**src/design/rs_defines.svh**
```systemverilog
`ifndef RS_DEFINES_SVH
`define RS_DEFINES_SVH

//------------------------------------------------------------
// code parameters
//------------------------------------------------------------

`define RS_N          15   // code word length, symbols
`define RS_CHECK      4    // check symbols = syndromes = locator taps
`define RS_M          4    // bits per symbol

// field and generator
`define RS_IRRPOL     19   // x^4 + x + 1
`define RS_GENSTART   0    // exponent of first root
`define RS_ROOTSPACE  1    // exponent step between roots

`endif

```
**src/design/rs_pkg.sv**
```systemverilog
`include "rs_defines.svh"

package rs_pkg;

  //------------------------------------------------------------
  // types
  //------------------------------------------------------------

  typedef logic [`RS_M-1:0] data_t;              // gf symbol, also address and count
  typedef logic             ptr_t;               // buffer bank select
  typedef data_t            rom_t [0:(1 << `RS_M)-1];

  localparam int gf_n_max = (1 << `RS_M) - 1;    // multiplicative group order

  //------------------------------------------------------------
  // field helpers
  //------------------------------------------------------------

  // power -> element table, alpha^i at index i
  function automatic rom_t gf_alpha_to(input int irrpol);
    rom_t           tbl;
    logic [`RS_M:0] v;
    logic [`RS_M:0] poly;
    poly = irrpol[`RS_M:0];
    v    = 1;
    for (int i = 0; i < gf_n_max; i++) begin
      tbl[i] = v[`RS_M-1:0];
      v      = v << 1;
      if (v[`RS_M]) begin
        v = v ^ poly;                            // reduce by field polynomial
      end
    end
    tbl[gf_n_max] = '0;                          // unused slot, zero has no log
    return tbl;
  endfunction

  // shift and add multiply, reduced on the fly
  function automatic data_t gf_mult(input data_t a, input data_t b);
    data_t          prod;
    logic [`RS_M:0] aa;
    logic [`RS_M:0] poly;
    poly = `RS_IRRPOL;
    prod = '0;
    aa   = {1'b0, a};
    for (int i = 0; i < `RS_M; i++) begin
      if (b[i]) begin
        prod = prod ^ aa[`RS_M-1:0];
      end
      aa = aa << 1;
      if (aa[`RS_M]) begin
        aa = aa ^ poly;
      end
    end
    return prod;
  endfunction

  // a times alpha^power, power taken modulo the group order
  function automatic data_t gf_mult_const(input data_t a, input int power);
    rom_t tbl;
    tbl = gf_alpha_to(`RS_IRRPOL);
    return gf_mult(a, tbl[power % gf_n_max]);
  endfunction

endpackage

```
**src/design/rs_eras_syndrome_count.sv**
```systemverilog
`timescale 1ns/1ps
`include "rs_defines.svh"

module rs_eras_syndrome_count (
  input  logic          iclk,
  input  logic          ireset,
  input  logic          sop,
  input  logic          val,
  input  logic          eop,
  input  rs_pkg::data_t dat,
  input  logic          eras,
  output logic          wr_en,
  output rs_pkg::ptr_t  wr_bank,
  output rs_pkg::data_t wr_addr,
  output rs_pkg::data_t wr_data,
  output logic          syn_val,
  output rs_pkg::ptr_t  syn_ptr,
  output rs_pkg::data_t syn       [`RS_CHECK],
  output rs_pkg::data_t eras_poly [`RS_CHECK],
  output rs_pkg::data_t eras_num
);

  import rs_pkg::*;

  // position of symbol 0 and the inverse-root step
  localparam data_t first_pos = gf_mult_const(data_t'(1), `RS_ROOTSPACE * (`RS_N - 1));
  localparam int    step_pow  = gf_n_max - (`RS_ROOTSPACE % gf_n_max);

  data_t syn_acc [`RS_CHECK];   // running syndromes
  data_t loc_acc [`RS_CHECK];   // running locator, coeffs 1..check
  data_t cnt_acc;
  data_t pos;                   // root position of current symbol
  data_t e_pos;
  logic  val_d;
  logic  sop_d;
  logic  eop_d;
  logic  eras_d;
  logic  last_d;                // frame done, locator settling

  //------------------------------------------------------------
  // syndromes, horner per root
  //------------------------------------------------------------
  always_ff @(posedge iclk) begin
    if (val) begin
      for (int i = 0; i < `RS_CHECK; i++) begin
        syn_acc[i] <= sop ? dat :
          (dat ^ gf_mult_const(syn_acc[i], (`RS_GENSTART + i) * `RS_ROOTSPACE));
      end
      pos <= sop ? first_pos : gf_mult_const(pos, step_pow); // walk positions down
    end
  end

  //------------------------------------------------------------
  // control pipe and buffer write strobe
  //------------------------------------------------------------
  always_ff @(posedge iclk or posedge ireset) begin
    if (ireset) begin
      val_d   <= 1'b0;
      sop_d   <= 1'b0;
      eop_d   <= 1'b0;
      eras_d  <= 1'b0;
      last_d  <= 1'b0;
      syn_val <= 1'b0;
      wr_en   <= 1'b0;
      wr_bank <= '0;
    end else begin
      val_d   <= val;
      sop_d   <= sop;
      eop_d   <= eop;
      eras_d  <= eras;
      last_d  <= val_d & eop_d;
      syn_val <= last_d;          // locator final by now
      wr_en   <= val;
      if (val && sop) begin
        wr_bank <= ~wr_bank;      // new frame, other bank
      end
    end
  end

  always_ff @(posedge iclk) begin
    if (val) begin
      wr_data <= dat;
      wr_addr <= sop ? '0 : wr_addr + 1'b1;
    end
  end

  //------------------------------------------------------------
  // erasure locator, one cycle behind data
  //------------------------------------------------------------
  assign e_pos = eras_d ? pos : '0;  // zero term leaves poly unchanged

  always_ff @(posedge iclk) begin
    if (val_d) begin
      loc_acc[0] <= sop_d ? e_pos : (loc_acc[0] ^ e_pos);
      for (int i = 1; i < `RS_CHECK; i++) begin
        loc_acc[i] <= sop_d ? '0 : (loc_acc[i] ^ gf_mult(loc_acc[i-1], e_pos));
      end
      cnt_acc <= sop_d ? data_t'(eras_d) : (cnt_acc + data_t'(eras_d));
    end
  end

  // result snapshot, survives a back to back frame
  always_ff @(posedge iclk) begin
    if (val_d && eop_d) begin
      syn     <= syn_acc;
      syn_ptr <= wr_bank;         // still the bank just filled
    end
    if (last_d) begin
      eras_poly <= loc_acc;
      eras_num  <= cnt_acc;
    end
  end

endmodule

```
**src/design/rs_frame_buffer.sv**
```systemverilog
`timescale 1ns/1ps
`include "rs_defines.svh"

module rs_frame_buffer (
  input  logic          iclk,
  input  logic          wr_en,
  input  rs_pkg::ptr_t  wr_bank,
  input  rs_pkg::data_t wr_addr,
  input  rs_pkg::data_t wr_data,
  input  rs_pkg::ptr_t  rd_bank,
  input  rs_pkg::data_t rd_addr,
  output rs_pkg::data_t rd_data
);

  import rs_pkg::*;

  //------------------------------------------------------------
  // two banks of one frame each
  //------------------------------------------------------------
  data_t mem [0:1][0:`RS_N-1];

  // write side, engine owns it
  always_ff @(posedge iclk) begin
    if (wr_en) begin
      mem[wr_bank][wr_addr] <= wr_data;
    end
  end

  // read side
  // registered, data one cycle after address
  always_ff @(posedge iclk) begin
    rd_data <= mem[rd_bank][rd_addr];
  end

endmodule

```
**src/design/rs_syndrome_handoff.sv**
```systemverilog
`timescale 1ns/1ps
`include "rs_defines.svh"

module rs_syndrome_handoff (
  input  logic          iclk,
  input  logic          ireset,
  input  logic          syn_val,
  input  rs_pkg::ptr_t  syn_ptr,
  input  rs_pkg::data_t syn       [`RS_CHECK],
  input  rs_pkg::data_t eras_poly [`RS_CHECK],
  input  rs_pkg::data_t eras_num,
  input  logic          res_ack,
  output logic          res_req,
  output rs_pkg::ptr_t  res_ptr,
  output rs_pkg::data_t res_syn       [`RS_CHECK],
  output rs_pkg::data_t res_eras_poly [`RS_CHECK],
  output rs_pkg::data_t res_eras_num,
  output rs_pkg::data_t drop_cnt
);

  import rs_pkg::*;

  typedef enum logic [1:0] {
    st_idle,
    st_req,     // req high, waiting for ack
    st_wait     // req low, waiting for ack to fall
  } state_t;

  state_t state;
  logic   take;

  assign take = syn_val && (state == st_idle);

  //------------------------------------------------------------
  // four-phase FSM
  //------------------------------------------------------------
  always_ff @(posedge iclk or posedge ireset) begin
    if (ireset) begin
      state    <= st_idle;
      res_req  <= 1'b0;
      drop_cnt <= '0;
    end else begin
      case (state)
        st_idle : if (syn_val) begin
          state   <= st_req;
          res_req <= 1'b1;
        end
        st_req  : if (res_ack) begin
          state   <= st_wait;
          res_req <= 1'b0;
        end
        default : if (!res_ack) state <= st_idle;
      endcase
      if (syn_val && state != st_idle && drop_cnt != '1) begin
        drop_cnt <= drop_cnt + 1'b1;  // busy, frame lost, saturates
      end
    end
  end

  // holding regs, only loaded from idle
  always_ff @(posedge iclk) begin
    if (take) begin
      res_ptr       <= syn_ptr;
      res_syn       <= syn;
      res_eras_poly <= eras_poly;
      res_eras_num  <= eras_num;
    end
  end

endmodule

```
**src/design/rs_decoder_frontend.sv**
```systemverilog
`timescale 1ns/1ps
`include "rs_defines.svh"

module rs_decoder_frontend (
  input  logic          iclk,
  input  logic          ireset,
  input  logic          sop,
  input  logic          val,
  input  logic          eop,
  input  rs_pkg::data_t dat,
  input  logic          eras,
  input  logic          res_ack,
  input  rs_pkg::data_t rd_addr,
  output logic          res_req,
  output rs_pkg::ptr_t  res_ptr,
  output rs_pkg::data_t res_syn       [`RS_CHECK],
  output rs_pkg::data_t res_eras_poly [`RS_CHECK],
  output rs_pkg::data_t res_eras_num,
  output rs_pkg::data_t drop_cnt,
  output rs_pkg::data_t rd_data
);

  import rs_pkg::*;

  //------------------------------------------------------------
  // engine -> buffer, engine -> handoff
  //------------------------------------------------------------
  logic  wr_en;
  ptr_t  wr_bank;
  data_t wr_addr;
  data_t wr_data;
  logic  syn_val;
  ptr_t  syn_ptr;
  data_t syn       [`RS_CHECK];
  data_t eras_poly [`RS_CHECK];
  data_t eras_num;

  rs_eras_syndrome_count u_engine (
    .iclk      (iclk),
    .ireset    (ireset),
    .sop       (sop),
    .val       (val),
    .eop       (eop),
    .dat       (dat),
    .eras      (eras),
    .wr_en     (wr_en),
    .wr_bank   (wr_bank),
    .wr_addr   (wr_addr),
    .wr_data   (wr_data),
    .syn_val   (syn_val),
    .syn_ptr   (syn_ptr),
    .syn       (syn),
    .eras_poly (eras_poly),
    .eras_num  (eras_num)
  );

  rs_frame_buffer u_buffer (
    .iclk    (iclk),
    .wr_en   (wr_en),
    .wr_bank (wr_bank),
    .wr_addr (wr_addr),
    .wr_data (wr_data),
    .rd_bank (res_ptr),   // consumer reads the bank on offer
    .rd_addr (rd_addr),
    .rd_data (rd_data)
  );

  rs_syndrome_handoff u_handoff (
    .iclk          (iclk),
    .ireset        (ireset),
    .syn_val       (syn_val),
    .syn_ptr       (syn_ptr),
    .syn           (syn),
    .eras_poly     (eras_poly),
    .eras_num      (eras_num),
    .res_ack       (res_ack),
    .res_req       (res_req),
    .res_ptr       (res_ptr),
    .res_syn       (res_syn),
    .res_eras_poly (res_eras_poly),
    .res_eras_num  (res_eras_num),
    .drop_cnt      (drop_cnt)
  );

endmodule

```
**config.mk**
```make
export PLATFORM = sky130hd
export DESIGN_NAME = rs_decoder_frontend
export DESIGN_NICKNAME = d
export VERILOG_FILES = /design/src/design/rs_pkg.sv /design/src/design/rs_eras_syndrome_count.sv /design/src/design/rs_frame_buffer.sv /design/src/design/rs_syndrome_handoff.sv /design/src/design/rs_decoder_frontend.sv
export VERILOG_INCLUDE_DIRS = /design/src /design/src/design
export SDC_FILE = /design/constraint.sdc
export NUM_CORES = 1
export LEC_CHECK = 0
export BUFFER_PORTS_ARGS = -buffer_cell sky130_fd_sc_hd__buf_2
export CAP_MARGIN = 20
export CORE_MARGIN = 3
export CORE_UTILIZATION = 55
export DETAILED_ROUTE_END_ITERATION = 6
export PLACE_DENSITY_LB_ADDON = 0.25
export SYNTH_ARGS = -nofsm -noshare
export SYNTH_HDL_FRONTEND = slang
export SYNTH_SLANG_ARGS = --single-unit
```
**constraint.sdc**
```tcl
create_clock -name iclk -period 3.6 [get_ports iclk]
set_clock_uncertainty 0.2 [all_clocks]
set_input_delay 0.72 -clock iclk [delete_from_list [all_inputs] [get_ports iclk]]
set_output_delay 0.72 -clock iclk [all_outputs]
set_load 0.01 [all_outputs]
```
==> flow_summary_export.csv, run 1 <==
group,metric,value,unit
worst_setup_path,worstPathArrival,2510,ps
synthesis,synth_edf_count,242,
clocking,cts_root_buffer,"clkbuf_16",
clocking,clockBufferDepth,3,
timing,setup_ws,1110,ps
clocking,cts_resized,0,
timing,rsz0062_at_grt,"false",
final_layout,antenna_cells,0,
global_routing,grt_pass1_wl,31300,microns
die,initial_utilization,56.9,%
worst_setup_path,reg2reg_depth,6,
global_routing,antenna_found_initial,0,
hold_path,hold_path.class,"in2async",
run_status,status,"complete, no violations",
synthesis,ys_ff_latch,261,
drt,postRouteAntennaNets,0,
worst_setup_path,criticalPathCategory,"reg2reg",
worst_setup_path,r2r_slack,1110,ps
timing,finalCriticalPeriod,2490,ps
clocking,clk-insertion-delay-late,530,ps
place,place.gp.congestion,0.831,
power,static-leakage-power,4.19,nW
synthesis,synth_largest_area_cell,"edfxtp_1",
synthesis,ys_seq_area_share,71.3,%
synthesis,synth_most_common_cell,"edfxtp_1",
worst_setup_path,worstSetupStartpointType,"flop",
clocking,hold_buffers,0,
worst_setup_path,crit_end,"u_engine.loc_acc[8]$_SDFFCE_PP0P_",
synthesis,ys_types,49,
synthesis,avgSynthCellArea,15.9,sq um
global_routing,grt_pass1_vias,5768,
place,placed_cell_area,11300,sq um
global_routing,grt_max_degree,40,
worst_setup_path,cp.required,3630,ps
global_routing,grt_use_total,18.2,%
synthesis,netlist.area_leader.share,67.2,%
clocking,clock-sinks,261,
synthesis,yosys_warnings,0,
drt,wl_per_cell,19.3,microns
worst_setup_path,crit_fanout,21,
synthesis,synth_area_leaders,"edfxtp_1 67%, mux4_2 5.4%, xnor2_1 3.9%",
synthesis,ys_async_sr_fraction,5.36,%
final_layout,nets,759,
synthesis,synth_area,10800,sq um
clocking,cts_setup_buffers,0,
timing,max_freq,402,MHz
place,portBuffers,60,
synthesis,ys.flop_type,"edfxtp_1",
clocking,cts.reportedPaths.clkPinSlew,60,ps
final_layout,fin_area,12100,sq um
clocking,cts_max_level,1,
synthesis,synth_nets,703,
global_routing,grt_overflow,0,
final_layout,area_growth,11.8,%
power,power_per_cell_area,580,nW/um^2
place,place_hpwl,12400,microns
clocking,numCtsBuffers,26,
clocking,cts_tree,"yes",
worst_setup_path,timing.rr.start,"u_engine.eras_d$_DFF_PP0_",
die,die_w,146,microns
timing,worstMarginPinSlew,1010,ps
synthesis,yosys-top-cells-count,"242 x edfxtp_1, 64 x nor2_1, 48 x xnor2_1, 44 x nand2_1, 26 x mux4_2",
drt,vias_per_cell,5.60,
timing,finalSetupViolations,0,
die,rows,50,
drt,routed_wl,19600,microns
drt,drtPass1Iterations,7,
place,dpl_worst_slack,782,ps
timing,tns,0,ps
worst_setup_path,critPathLaunch,"u_engine.eras_d$_DFF_PP0_",
die,core,19000,sq um
flow_run,cap_violations,0,
die,pin_count,61,
drt,vias,5679,
timing,slew-limit-headroom,32.5,%
timing,fin_crit_sh,69.1,%
die,die_h,146,microns
drt,drc_errors,0,
worst_setup_path,end_kind,"flop",
die,die-area,21400,sq um
worst_setup_path,r2r-end,"u_engine.loc_acc[8]$_SDFFCE_PP0P_",
final_layout,final_layout_size_suffix_gt1_share,18.7,%
timing,finalMaxSlewViolations,0,
drt,drt_iter0_markers,403,
synthesis,synthCells,680,
power,vdd_ir_drop_max,0.000450,V
timing,finalHoldViolCount,0,
## layer usage
layer  part of all wire (%)  vias to the layer above  GRT usage [%]
li1                       -                     2638              -
met1                     43                     2852           25.5
met2                     49                      159           29.8
met3                    5.8                       30           3.60
met4                    2.0                        0           4.80
met5                      0                        -              0
## per-stage QoR
| stage | total power [mW] | utilization [%] | cells | hold WS, ps |
|---|---|---|---|---|
| after floorplan | 4.26 | - | 680 | 200 |
| after global placement | 4.46 | 59.3 | 968 | 203 |
| after detailed placement | 4.50 | 59.3 | 968 | 205 |
| after CTS | 7.07 | 63.6 | 1014 | 69.4 |
| after global routing | 7.28 | 63.6 | 1014 | 75.7 |
| final | 7.01 | 63.6 | 1014 | 72.0 |
## registers in the layout, indices dropped and copies added (netlist names), 16 cells and up, named ones only
register	flops
u_buffer.mem	120
u_engine.loc_acc	16
u_engine.syn	16
u_engine.syn_acc	16
u_handoff.res_eras_poly	16
u_handoff.res_syn	16
u_engine.eras_poly	16
## cell families (layout without fill, tap and decap cells)
kind of cell / count (synthesis) / count (layout) / share of synthesized area [%]
DFF: 261 / 261 / 71.3
xor gates and xnor gates: 61 / 61 / 5.07
adders and majority gates: 8 / 8 / 0.925
muxes: 56 / 56 / 8.42
and+or+nand+nor: 187 / 187 / 8.34
AOI/OAI and AO/OA: 58 / 58 / 3.61
buffers and inverters: 49 / 123 / 2.29
## how the worst min path moves through the flow
stage / to / slack [ps]
after global placement: u_handoff.res_eras_num[0]$_DFFE_PP_ / 200
final: u_engine.wr_bank$_DFFE_PP0P_ / 70
after floorplan: u_handoff.res_eras_num[0]$_DFFE_PP_ / 200
after detailed placement: u_handoff.res_eras_poly[0]$_DFFE_PP_ / 200
after global routing: u_engine.eop_d$_DFF_PP0_ / 80
after CTS: u_engine.wr_bank$_DFFE_PP0P_ / 70
## where the power goes
part	leakage, nW	internal (mW)	switching, mW
sequential	2.46	3.56	0.222
clock	0.400	1.52	1.06
combinational	1.33	0.313	0.346
total	4.19	5.38	1.62
## cell type report
class	instances	area (sq um)
Tap cell	260	325
Sequential cell	261	7720
Clock buffer	36	708
Multi-Input combinational cell	370	2850
Timing Repair Buffer	64	330
Fill cell	1425	6920
Clock inverter	10	111
Inverter	13	48.8
## critical path: stages, from the launching register on
cell	delay (ps)
dfrtp_1	770
inv_1	400
nor2_1	240
ha_1	190
xor2_1	180
and3_1	170
nor3_1	50
## cell usage in the layout (no fill, tap or decap), types with 3 or more instances in the layout
cell type	Yosys	layout
edfxtp_1	242	242
nor2_1	64	64
buf_2	12	60
xnor2_1	48	48
nand2_1	44	44
mux4_2	26	26
clkbuf_16	0	26
nand2b_1	22	22
nor2b_1	18	18
dfrtp_1	14	14
inv_1	13	13
mux2i_1	13	13
xor2_1	12	12
mux2_2	11	11
a21oi_1	10	10
o22ai_1	10	10
o21ai_0	9	9
nor3_1	9	9
ha_1	8	8
clkbuf_1	14	8
nand3_1	7	7
a31oi_1	5	5
o211ai_1	5	5
a211oi_1	5	5
or3_1	5	5
mux2_1	5	5
dfxtp_1	5	5
nand3b_1	4	4
buf_4	2	4
a21o_1	3	3
nor4_1	3	3
nand4bb_1	3	3
o221a_1	3	3
and2_0	3	3
clkinv_1	0	3
clkinv_2	0	3
Note: power is estimated with default switching activity, not from simulation.
==> inputs of run 2 (changes only) <==
--- a/config.mk
+++ b/config.mk
@@ -6,6 +6,7 @@
 export SDC_FILE = /design/constraint.sdc
 export NUM_CORES = 1
 export LEC_CHECK = 0
+export ABC_AREA = 1
 export BUFFER_PORTS_ARGS = -buffer_cell sky130_fd_sc_hd__buf_2
 export CAP_MARGIN = 20
 export CORE_MARGIN = 3
==> constraint.sdc (replaced) <==
create_clock -name iclk -period 2.3 [get_ports iclk]
set_clock_uncertainty 0.2 [all_clocks]
set_input_delay 0.46 -clock iclk [delete_from_list [all_inputs] [get_ports iclk]]
set_output_delay 0.46 -clock iclk [all_outputs]
set_load 0.01 [all_outputs]
==> run 2 against run 1 <==
Clock power up 53%. Largest power group unchanged. Global-route usage up 2.3 points. Sequential share of layout area down 2.6 points. Worst setup slack worse by 890 ps. Sequential power up 53%. Routed wire length up 13%.
==> flow_summary_export.csv, run 2 <==
group,metric,value,unit
run_status,status,"complete, no violations",
global_routing,grt_max_degree,38,
synthesis,ys_seq_area_share,70.1,%
synthesis,avgSynthCellArea,11.4,sq um
power,power_per_cell_area,891,nW/um^2
flow_run,cap_violations,0,
timing,fin_crit_sh,90.3,%
synthesis,synthCells,967,
drt,drt_iter0_markers,658,
drt,routed_wl,22000,microns
timing,setup_ws,224,ps
synthesis,synth_most_common_cell,"edfxtp_1",
power,vdd_ir_drop_max,0.000706,V
drt,postRouteAntennaNets,0,
synthesis,synth_nets,990,
hold_path,holdCritStartpoint,"rd_addr[3]",
worst_setup_path,crit_fanout,10,
die,die_w,148,microns
global_routing,antenna_found_initial,0,
worst_setup_path,criticalPathCategory,"reg2reg",
clocking,cts_root_buffer,"clkbuf_16",
die,die_h,148,microns
timing,finalCriticalPeriod,2080,ps
final_layout,largest-register,"u_buffer.mem",
timing,finalMaxSlewViolations,0,
drt,drc_errors,0,
place,place.gp.congestion,0.893,
global_routing,grt_overflow,0,
timing,worstMarginPinSlew,688,ps
synthesis,ys_async_sr_fraction,5.36,%
final_layout,layout_common_cells,"242 x edfxtp_1, 225 x nand2_1, 121 x nor2_1",
synthesis,netlist.area_leader.share,66.0,%
drt,wl_per_cell,16.4,microns
clocking,clk-insertion-delay-late,540,ps
power,static-leakage-power,4.95,nW
timing,rsz0062_at_grt,"false",
clocking,cts.reportedPaths.clkPinSlew,60,ps
worst_setup_path,end_kind,"flop",
timing,slew-limit-headroom,54.1,%
hold_path,hold_path.class,"in2reg",
timing,finalSetupViolations,0,
worst_setup_path,r2r_slack,220,ps
place,dpl_worst_slack,237,ps
global_routing,grt_pass1_vias,6994,
hold_path,holdPathStages,3,
die,rows,51,
worst_setup_path,r2r-end,"u_engine.loc_acc[8]$_SDFFCE_PP0P_",
die,initial_utilization,56.2,%
place,portBuffers,60,
worst_setup_path,reg2reg_depth,7,
place,place_hpwl,14300,microns
drt,vias,7122,
synthesis,ys_ff_latch,261,
synthesis,synth_edf_count,242,
clocking,clockBufferDepth,3,
synthesis,synth_area,11000,sq um
synthesis,synth_largest_area_cell,"edfxtp_1",
synthesis,ys.flop_type,"edfxtp_1",
clocking,cts_tree,"yes",
final_layout,antenna_cells,0,
worst_setup_path,cp.required,2380,ps
final_layout,nets,1085,
global_routing,grt_use_total,20.5,%
final_layout,area_growth,14.4,%
drt,vias_per_cell,5.29,
worst_setup_path,slowest_stage,"dfrtp_1",
final_layout,fillers,1506,
die,die-area,21800,sq um
worst_setup_path,worstSetupStartpointType,"flop",
timing,finalHoldViolCount,0,
global_routing,grt_pass1_wl,35700,microns
clocking,clock-sinks,261,
worst_setup_path,timing.rr.start,"u_engine.eras_d$_DFF_PP0_",
synthesis,yosys-top-cells-count,"242 x edfxtp_1, 225 x nand2_1, 121 x nor2_1, 77 x nand3_1, 54 x inv_1",
clocking,cts_max_level,1,
hold_path,min_to,"u_buffer.rd_data[1]$_DFF_P_",
timing,tns,0,ps
worst_setup_path,worstPathArrival,2150,ps
drt,drtPass1Iterations,5,
die,core,19600,sq um
final_layout,final_common_cell,"edfxtp_1",
worst_setup_path,crit_chain,"nand2_4 -> inv_2 -> ha_1 -> xor2_1 -> o21ai_1 -> a21oi_1 -> nor2_1",
clocking,numCtsBuffers,26,
die,pin_count,61,
final_layout,largest_reg_flops,120,
final_layout,final_layout_size_suffix_gt1_share,14.1,%
synthesis,synth_area_leaders,"edfxtp_1 66%, nand2_1 7.7%, nor2_1 4.1%",
synthesis,yosys_warnings,0,
synthesis,ys_types,29,
worst_setup_path,critPathMaxStageDelay,610,ps
timing,max_freq,482,MHz
run 2: routing by layer:
layer / wire [microns] / share of wire [%] / up-vias / GRT usage, %
li1: - / - / 3489 / -
met1: 9590 / 44 / 3390 / 27.9
met2: 10900 / 49 / 213 / 34.6
met3: 1240 / 5.6 / 30 / 3.25
met4: 339 / 1.5 / 0 / 6.01
met5: 0 / 0 / - / 0
run 2: stage by stage:
stage | cell area [sq um] | hold slack [ps] | power, mW | instances | util (%)
6_report | 12600 | 31.0 | 11.2 | 1346 | 64.3
5_1_grt | 12600 | 25.9 | 11.7 | 1346 | 64.3
3_5_place_dp | 11700 | 205 | 7.36 | 1293 | 59.9
2_1_floorplan | 11000 | 149 | 6.83 | 967 | -
3_3_place_gp | 11700 | 202 | 7.31 | 1293 | 59.9
4_1_cts | 12600 | 8.17 | 11.3 | 1346 | 64.3
run 2: worst max-delay path by stage:
stage | start | end | slack, ps | cells after the start
global route | u_engine.eras_d$_DFF_PP0_ | u_engine.loc_acc[5]$_SDFFCE_PP0P_ | 20 | 9
CTS | u_engine.eras_d$_DFF_PP0_ | u_engine.loc_acc[8]$_SDFFCE_PP0P_ | 220 | 7
global placement | u_engine.eras_d$_DFF_PP0_ | u_engine.loc_acc[1]$_SDFFCE_PP0P_ | 320 | 9
floorplan | u_engine.wr_en$_DFF_PP0_ | u_buffer.mem[0][10]$_DFFE_PP_ | 160 | 3
detailed placement | u_engine.eras_d$_DFF_PP0_ | u_engine.loc_acc[8]$_SDFFCE_PP0P_ | 240 | 7
finish | u_engine.eras_d$_DFF_PP0_ | u_engine.loc_acc[8]$_SDFFCE_PP0P_ | 220 | 7
run 2: kinds of logic (layout without fill, tap and decap cells):
group | count (synthesis) | in the layout | synth area share, %
simple gates | 462 | 462 | 17.4
flops | 261 | 261 | 70.1
compound gates | 97 | 97 | 4.49
fa+ha+maj | 8 | 8 | 0.909
xor+xnor | 42 | 42 | 3.34
buf+inv | 97 | 211 | 3.85
run 2: critical path, delay by kind of cell (launching register included):
family | cells | cell delay (ps)
AO/OA/AOI/OAI | 2 | 260
adder cells (fa/ha/maj) | 1 | 210
XOR/XNOR | 1 | 170
buffers and inverters | 1 | 140
AND/OR/NAND/NOR | 2 | 240
flip-flops | 1 | 610
run 2: area by class of cell:
class	instances	area [sq um]	share of cell area, %
Clock inverter	16	114	0.904
Timing Repair Buffer	100	628	4.99
Inverter	64	243	1.93
Multi-Input combinational cell	609	2880	22.8
Clock buffer	31	689	5.47
Tap cell	265	332	2.63
Sequential cell	261	7720	61.3
run 2: timing repair:
| item | in CTS | in global routing |
|---|---|---|
| endpoints found under the setup margin | 0 | 0 |
| hold buffers | 6 | 0 |
| buffers inserted | 0 | 0 |
| hold endpoints to repair | 19 | 0 |
| gates resized for setup | 0 | 0 |
run 2: power by group:
| part | switching (mW) | internal (mW) |
|---|---|---|
| sequential | 0.194 | 5.58 |
| clock | 1.70 | 2.25 |
| combinational | 1.03 | 0.482 |
| total | 2.92 | 8.31 |
==> inputs of run 3 (changes only) <==
--- a/config.mk
+++ b/config.mk
@@ -6,11 +6,11 @@
 export SDC_FILE = /design/constraint.sdc
 export NUM_CORES = 1
 export LEC_CHECK = 0
-export ABC_AREA = 1
+export ABC_AREA = 0
 export BUFFER_PORTS_ARGS = -buffer_cell sky130_fd_sc_hd__buf_2
 export CAP_MARGIN = 20
-export CORE_MARGIN = 3
 export CORE_UTILIZATION = 55
+export CTS_BUF_LIST = sky130_fd_sc_hd__clkbuf_4
 export DETAILED_ROUTE_END_ITERATION = 6
 export PLACE_DENSITY_LB_ADDON = 0.25
 export SYNTH_ARGS = -nofsm -noshare
==> run 3 against run 2 <==
Register-to-register slack lost 160 ps. Non-clock buffer count grew 17. Critical path depth shrank 1. Hold slack gained 50 ps. Sequential cell count is the same. Critical path type unchanged. Largest power group unchanged.
==> flow_summary_export.csv, run 3 (same netlist as run 1, synthesis figures left out) <==
group,metric,value,unit
run_status,status,"complete, no violations",
die,rows,50,
power,power_per_cell_area,878,nW/um^2
final_layout,layout_common_cells,"242 x edfxtp_1, 98 x clkbuf_4, 64 x nor2_1",
final_layout,nets,853,
drt,vias,6120,
timing,rsz0062_at_grt,"false",
clocking,clockBufferDepth,3,
worst_setup_path,crit_buf_inv,1,
place,dpl_worst_slack,46.2,ps
clocking,cts_root_buffer,"clkbuf_4",
drt,routed_wl,20300,microns
clocking,cts_max_level,3,
hold_path,holdCritStartpoint,"rd_addr[2]",
timing,max_freq,447,MHz
worst_setup_path,critPathMaxStageDelay,500,ps
final_layout,area_growth,16.6,%
worst_setup_path,timing.rr.start,"u_engine.pos[3]$_SDFFCE_PP1P_",
place,place.gp.congestion,0.867,
die,core,19000,sq um
drt,vias_per_cell,5.37,
worst_setup_path,worstSetupPathDepth,6,
timing,slew-limit-headroom,51.5,%
timing,fin_crit_sh,97.2,%
worst_setup_path,crit_chain,"buf_4 -> mux2i_1 -> o221a_1 -> and2_0 -> mux2_2 -> mux2_1",
place,place_inst,1001,
worst_setup_path,end_kind,"flop",
global_routing,antenna_found_initial,1,
worst_setup_path,reg2reg_depth,6,
clocking,cts_resized,0,
die,die_w,142,microns
timing,tns,0,ps
final_layout,final_common_cell,"edfxtp_1",
drt,drt_iter0_markers,337,
timing,setup_ws,64.7,ps
worst_setup_path,cp.required,2470,ps
final_layout,fillers,1391,
clocking,numCtsBuffers,67,
final_layout,fin_cells,1140,
worst_setup_path,r2r-end,"u_engine.loc_acc[9]$_SDFFCE_PP0P_",
worst_setup_path,worstSetupStartpointType,"flop",
power,vdd_ir_drop_max,0.000554,V
clocking,clock-sinks,261,
die,pin_count,61,
clocking,clk-insertion-delay-late,650,ps
drt,wl_per_cell,17.8,microns
final_layout,largest_reg_flops,120,
clocking,cts_tree,"yes",
final_layout,largest-register,"u_buffer.mem",
clocking,cts.reportedPaths.clkPinSlew,60,ps
hold_path,min_to,"u_buffer.rd_data[3]$_DFF_P_",
global_routing,grt_pass1_wl,32200,microns
die,initial_utilization,56.9,%
global_routing,grt_use_total,21.1,%
worst_setup_path,slowest_stage,"edfxtp_1",
place,place_hpwl,12900,microns
die,die-area,20200,sq um
worst_setup_path,worstPathArrival,2400,ps
timing,finalHoldViolCount,0,
worst_setup_path,r2r_slack,60,ps
flow_run,cap_violations,0,
power,static-leakage-power,4.58,nW
worst_setup_path,crit_fanout,7,
hold_path,hold_path.class,"in2reg",
worst_setup_path,criticalPathCategory,"reg2reg",
timing,finalSetupViolations,0,
timing,finalCriticalPeriod,2240,ps
drt,postRouteAntennaNets,0,
drt,drtPass1Iterations,5,
timing,worstMarginPinSlew,721,ps
global_routing,grt_overflow,0,
final_layout,final_layout_size_suffix_gt1_share,28.9,%
place,portBuffers,60,
worst_setup_path,crit_family,"multiplexers",
global_routing,grt_max_degree,31,
global_routing,grt_pass1_vias,6306,
drt,drc_errors,0,
timing,finalMaxSlewViolations,0,
timing,holdWs,80.9,ps
die,die_h,142,microns
hold_path,holdPathStages,2,
[run 3: worst reg2reg max path: cells and delay by family, from the launching register on]
kind                   cells  cell delay [ps]
AOI/OAI and AO/OA          1              250
DFF                        1              500
buffers and inverters      1              200
muxes                      3              680
and+or+nand+nor            1              150
[run 3: layer usage]
layer | global-route usage (%) | routed length, microns | vias to the layer above
met5 | 0 | 0 | -
met4 | 7.87 | 291 | 0
met2 | 35.9 | 10400 | 211
met3 | 5.35 | 1290 | 33
li1 | - | - | 2874
met1 | 26.1 | 8260 | 3002
[run 3: stage by stage]
step                      total power, mW  utilization, %  area [sq um]
final                                11.1            66.3         12600
after global routing                 11.6            66.3         12600
after CTS                            11.2            65.9         12500
after detailed placement             7.09            60.7         11500
after global placement               7.02            60.7         11500
after floorplan                      6.66               -         10800
[run 3: report_power, final]
group	internal, mW	switching (mW)
sequential	5.56	0.243
clock	2.29	1.76
combinational	0.563	0.659
[run 3: worst max path at each step]
stage / to / startpoint / slack, ps
final: u_engine.loc_acc[9]$_SDFFCE_PP0P_ / u_engine.pos[3]$_SDFFCE_PP1P_ / 60
after detailed placement: u_buffer.rd_data[0]$_DFF_P_ / rd_addr[0] / 50
after global placement: u_buffer.rd_data[3]$_DFF_P_ / rd_addr[0] / 110
after floorplan: flop / u_handoff.state[1]$_DFFE_PP0P_ / 90
after CTS: u_engine.loc_acc[10]$_SDFFCE_PP0P_ / u_engine.pos[3]$_SDFFCE_PP1P_ / 30
after global routing: u_engine.loc_acc[2]$_SDFFCE_PP0P_ / u_engine.loc_acc[7]$_SDFFCE_PP0P_ / 7
[run 3: area by class of cell]
class	instances	area [sq um]	share of cell area (%)
diodes	1	2.50	0.0198
clock buffers	98	736	5.83
clock inverters	20	156	1.24
inverters	13	48.8	0.387
multi-input cells	370	2850	22.6
flip-flops and latches	261	7720	61.2
well taps	260	325	2.58
repair buffers	117	778	6.17
[run 3: what timing repair did]
item	CTS	global route
hold buffers	10	0
setup endpoints to repair	0	5
buffers inserted	0	10
endpoints found under the hold margin	30	0
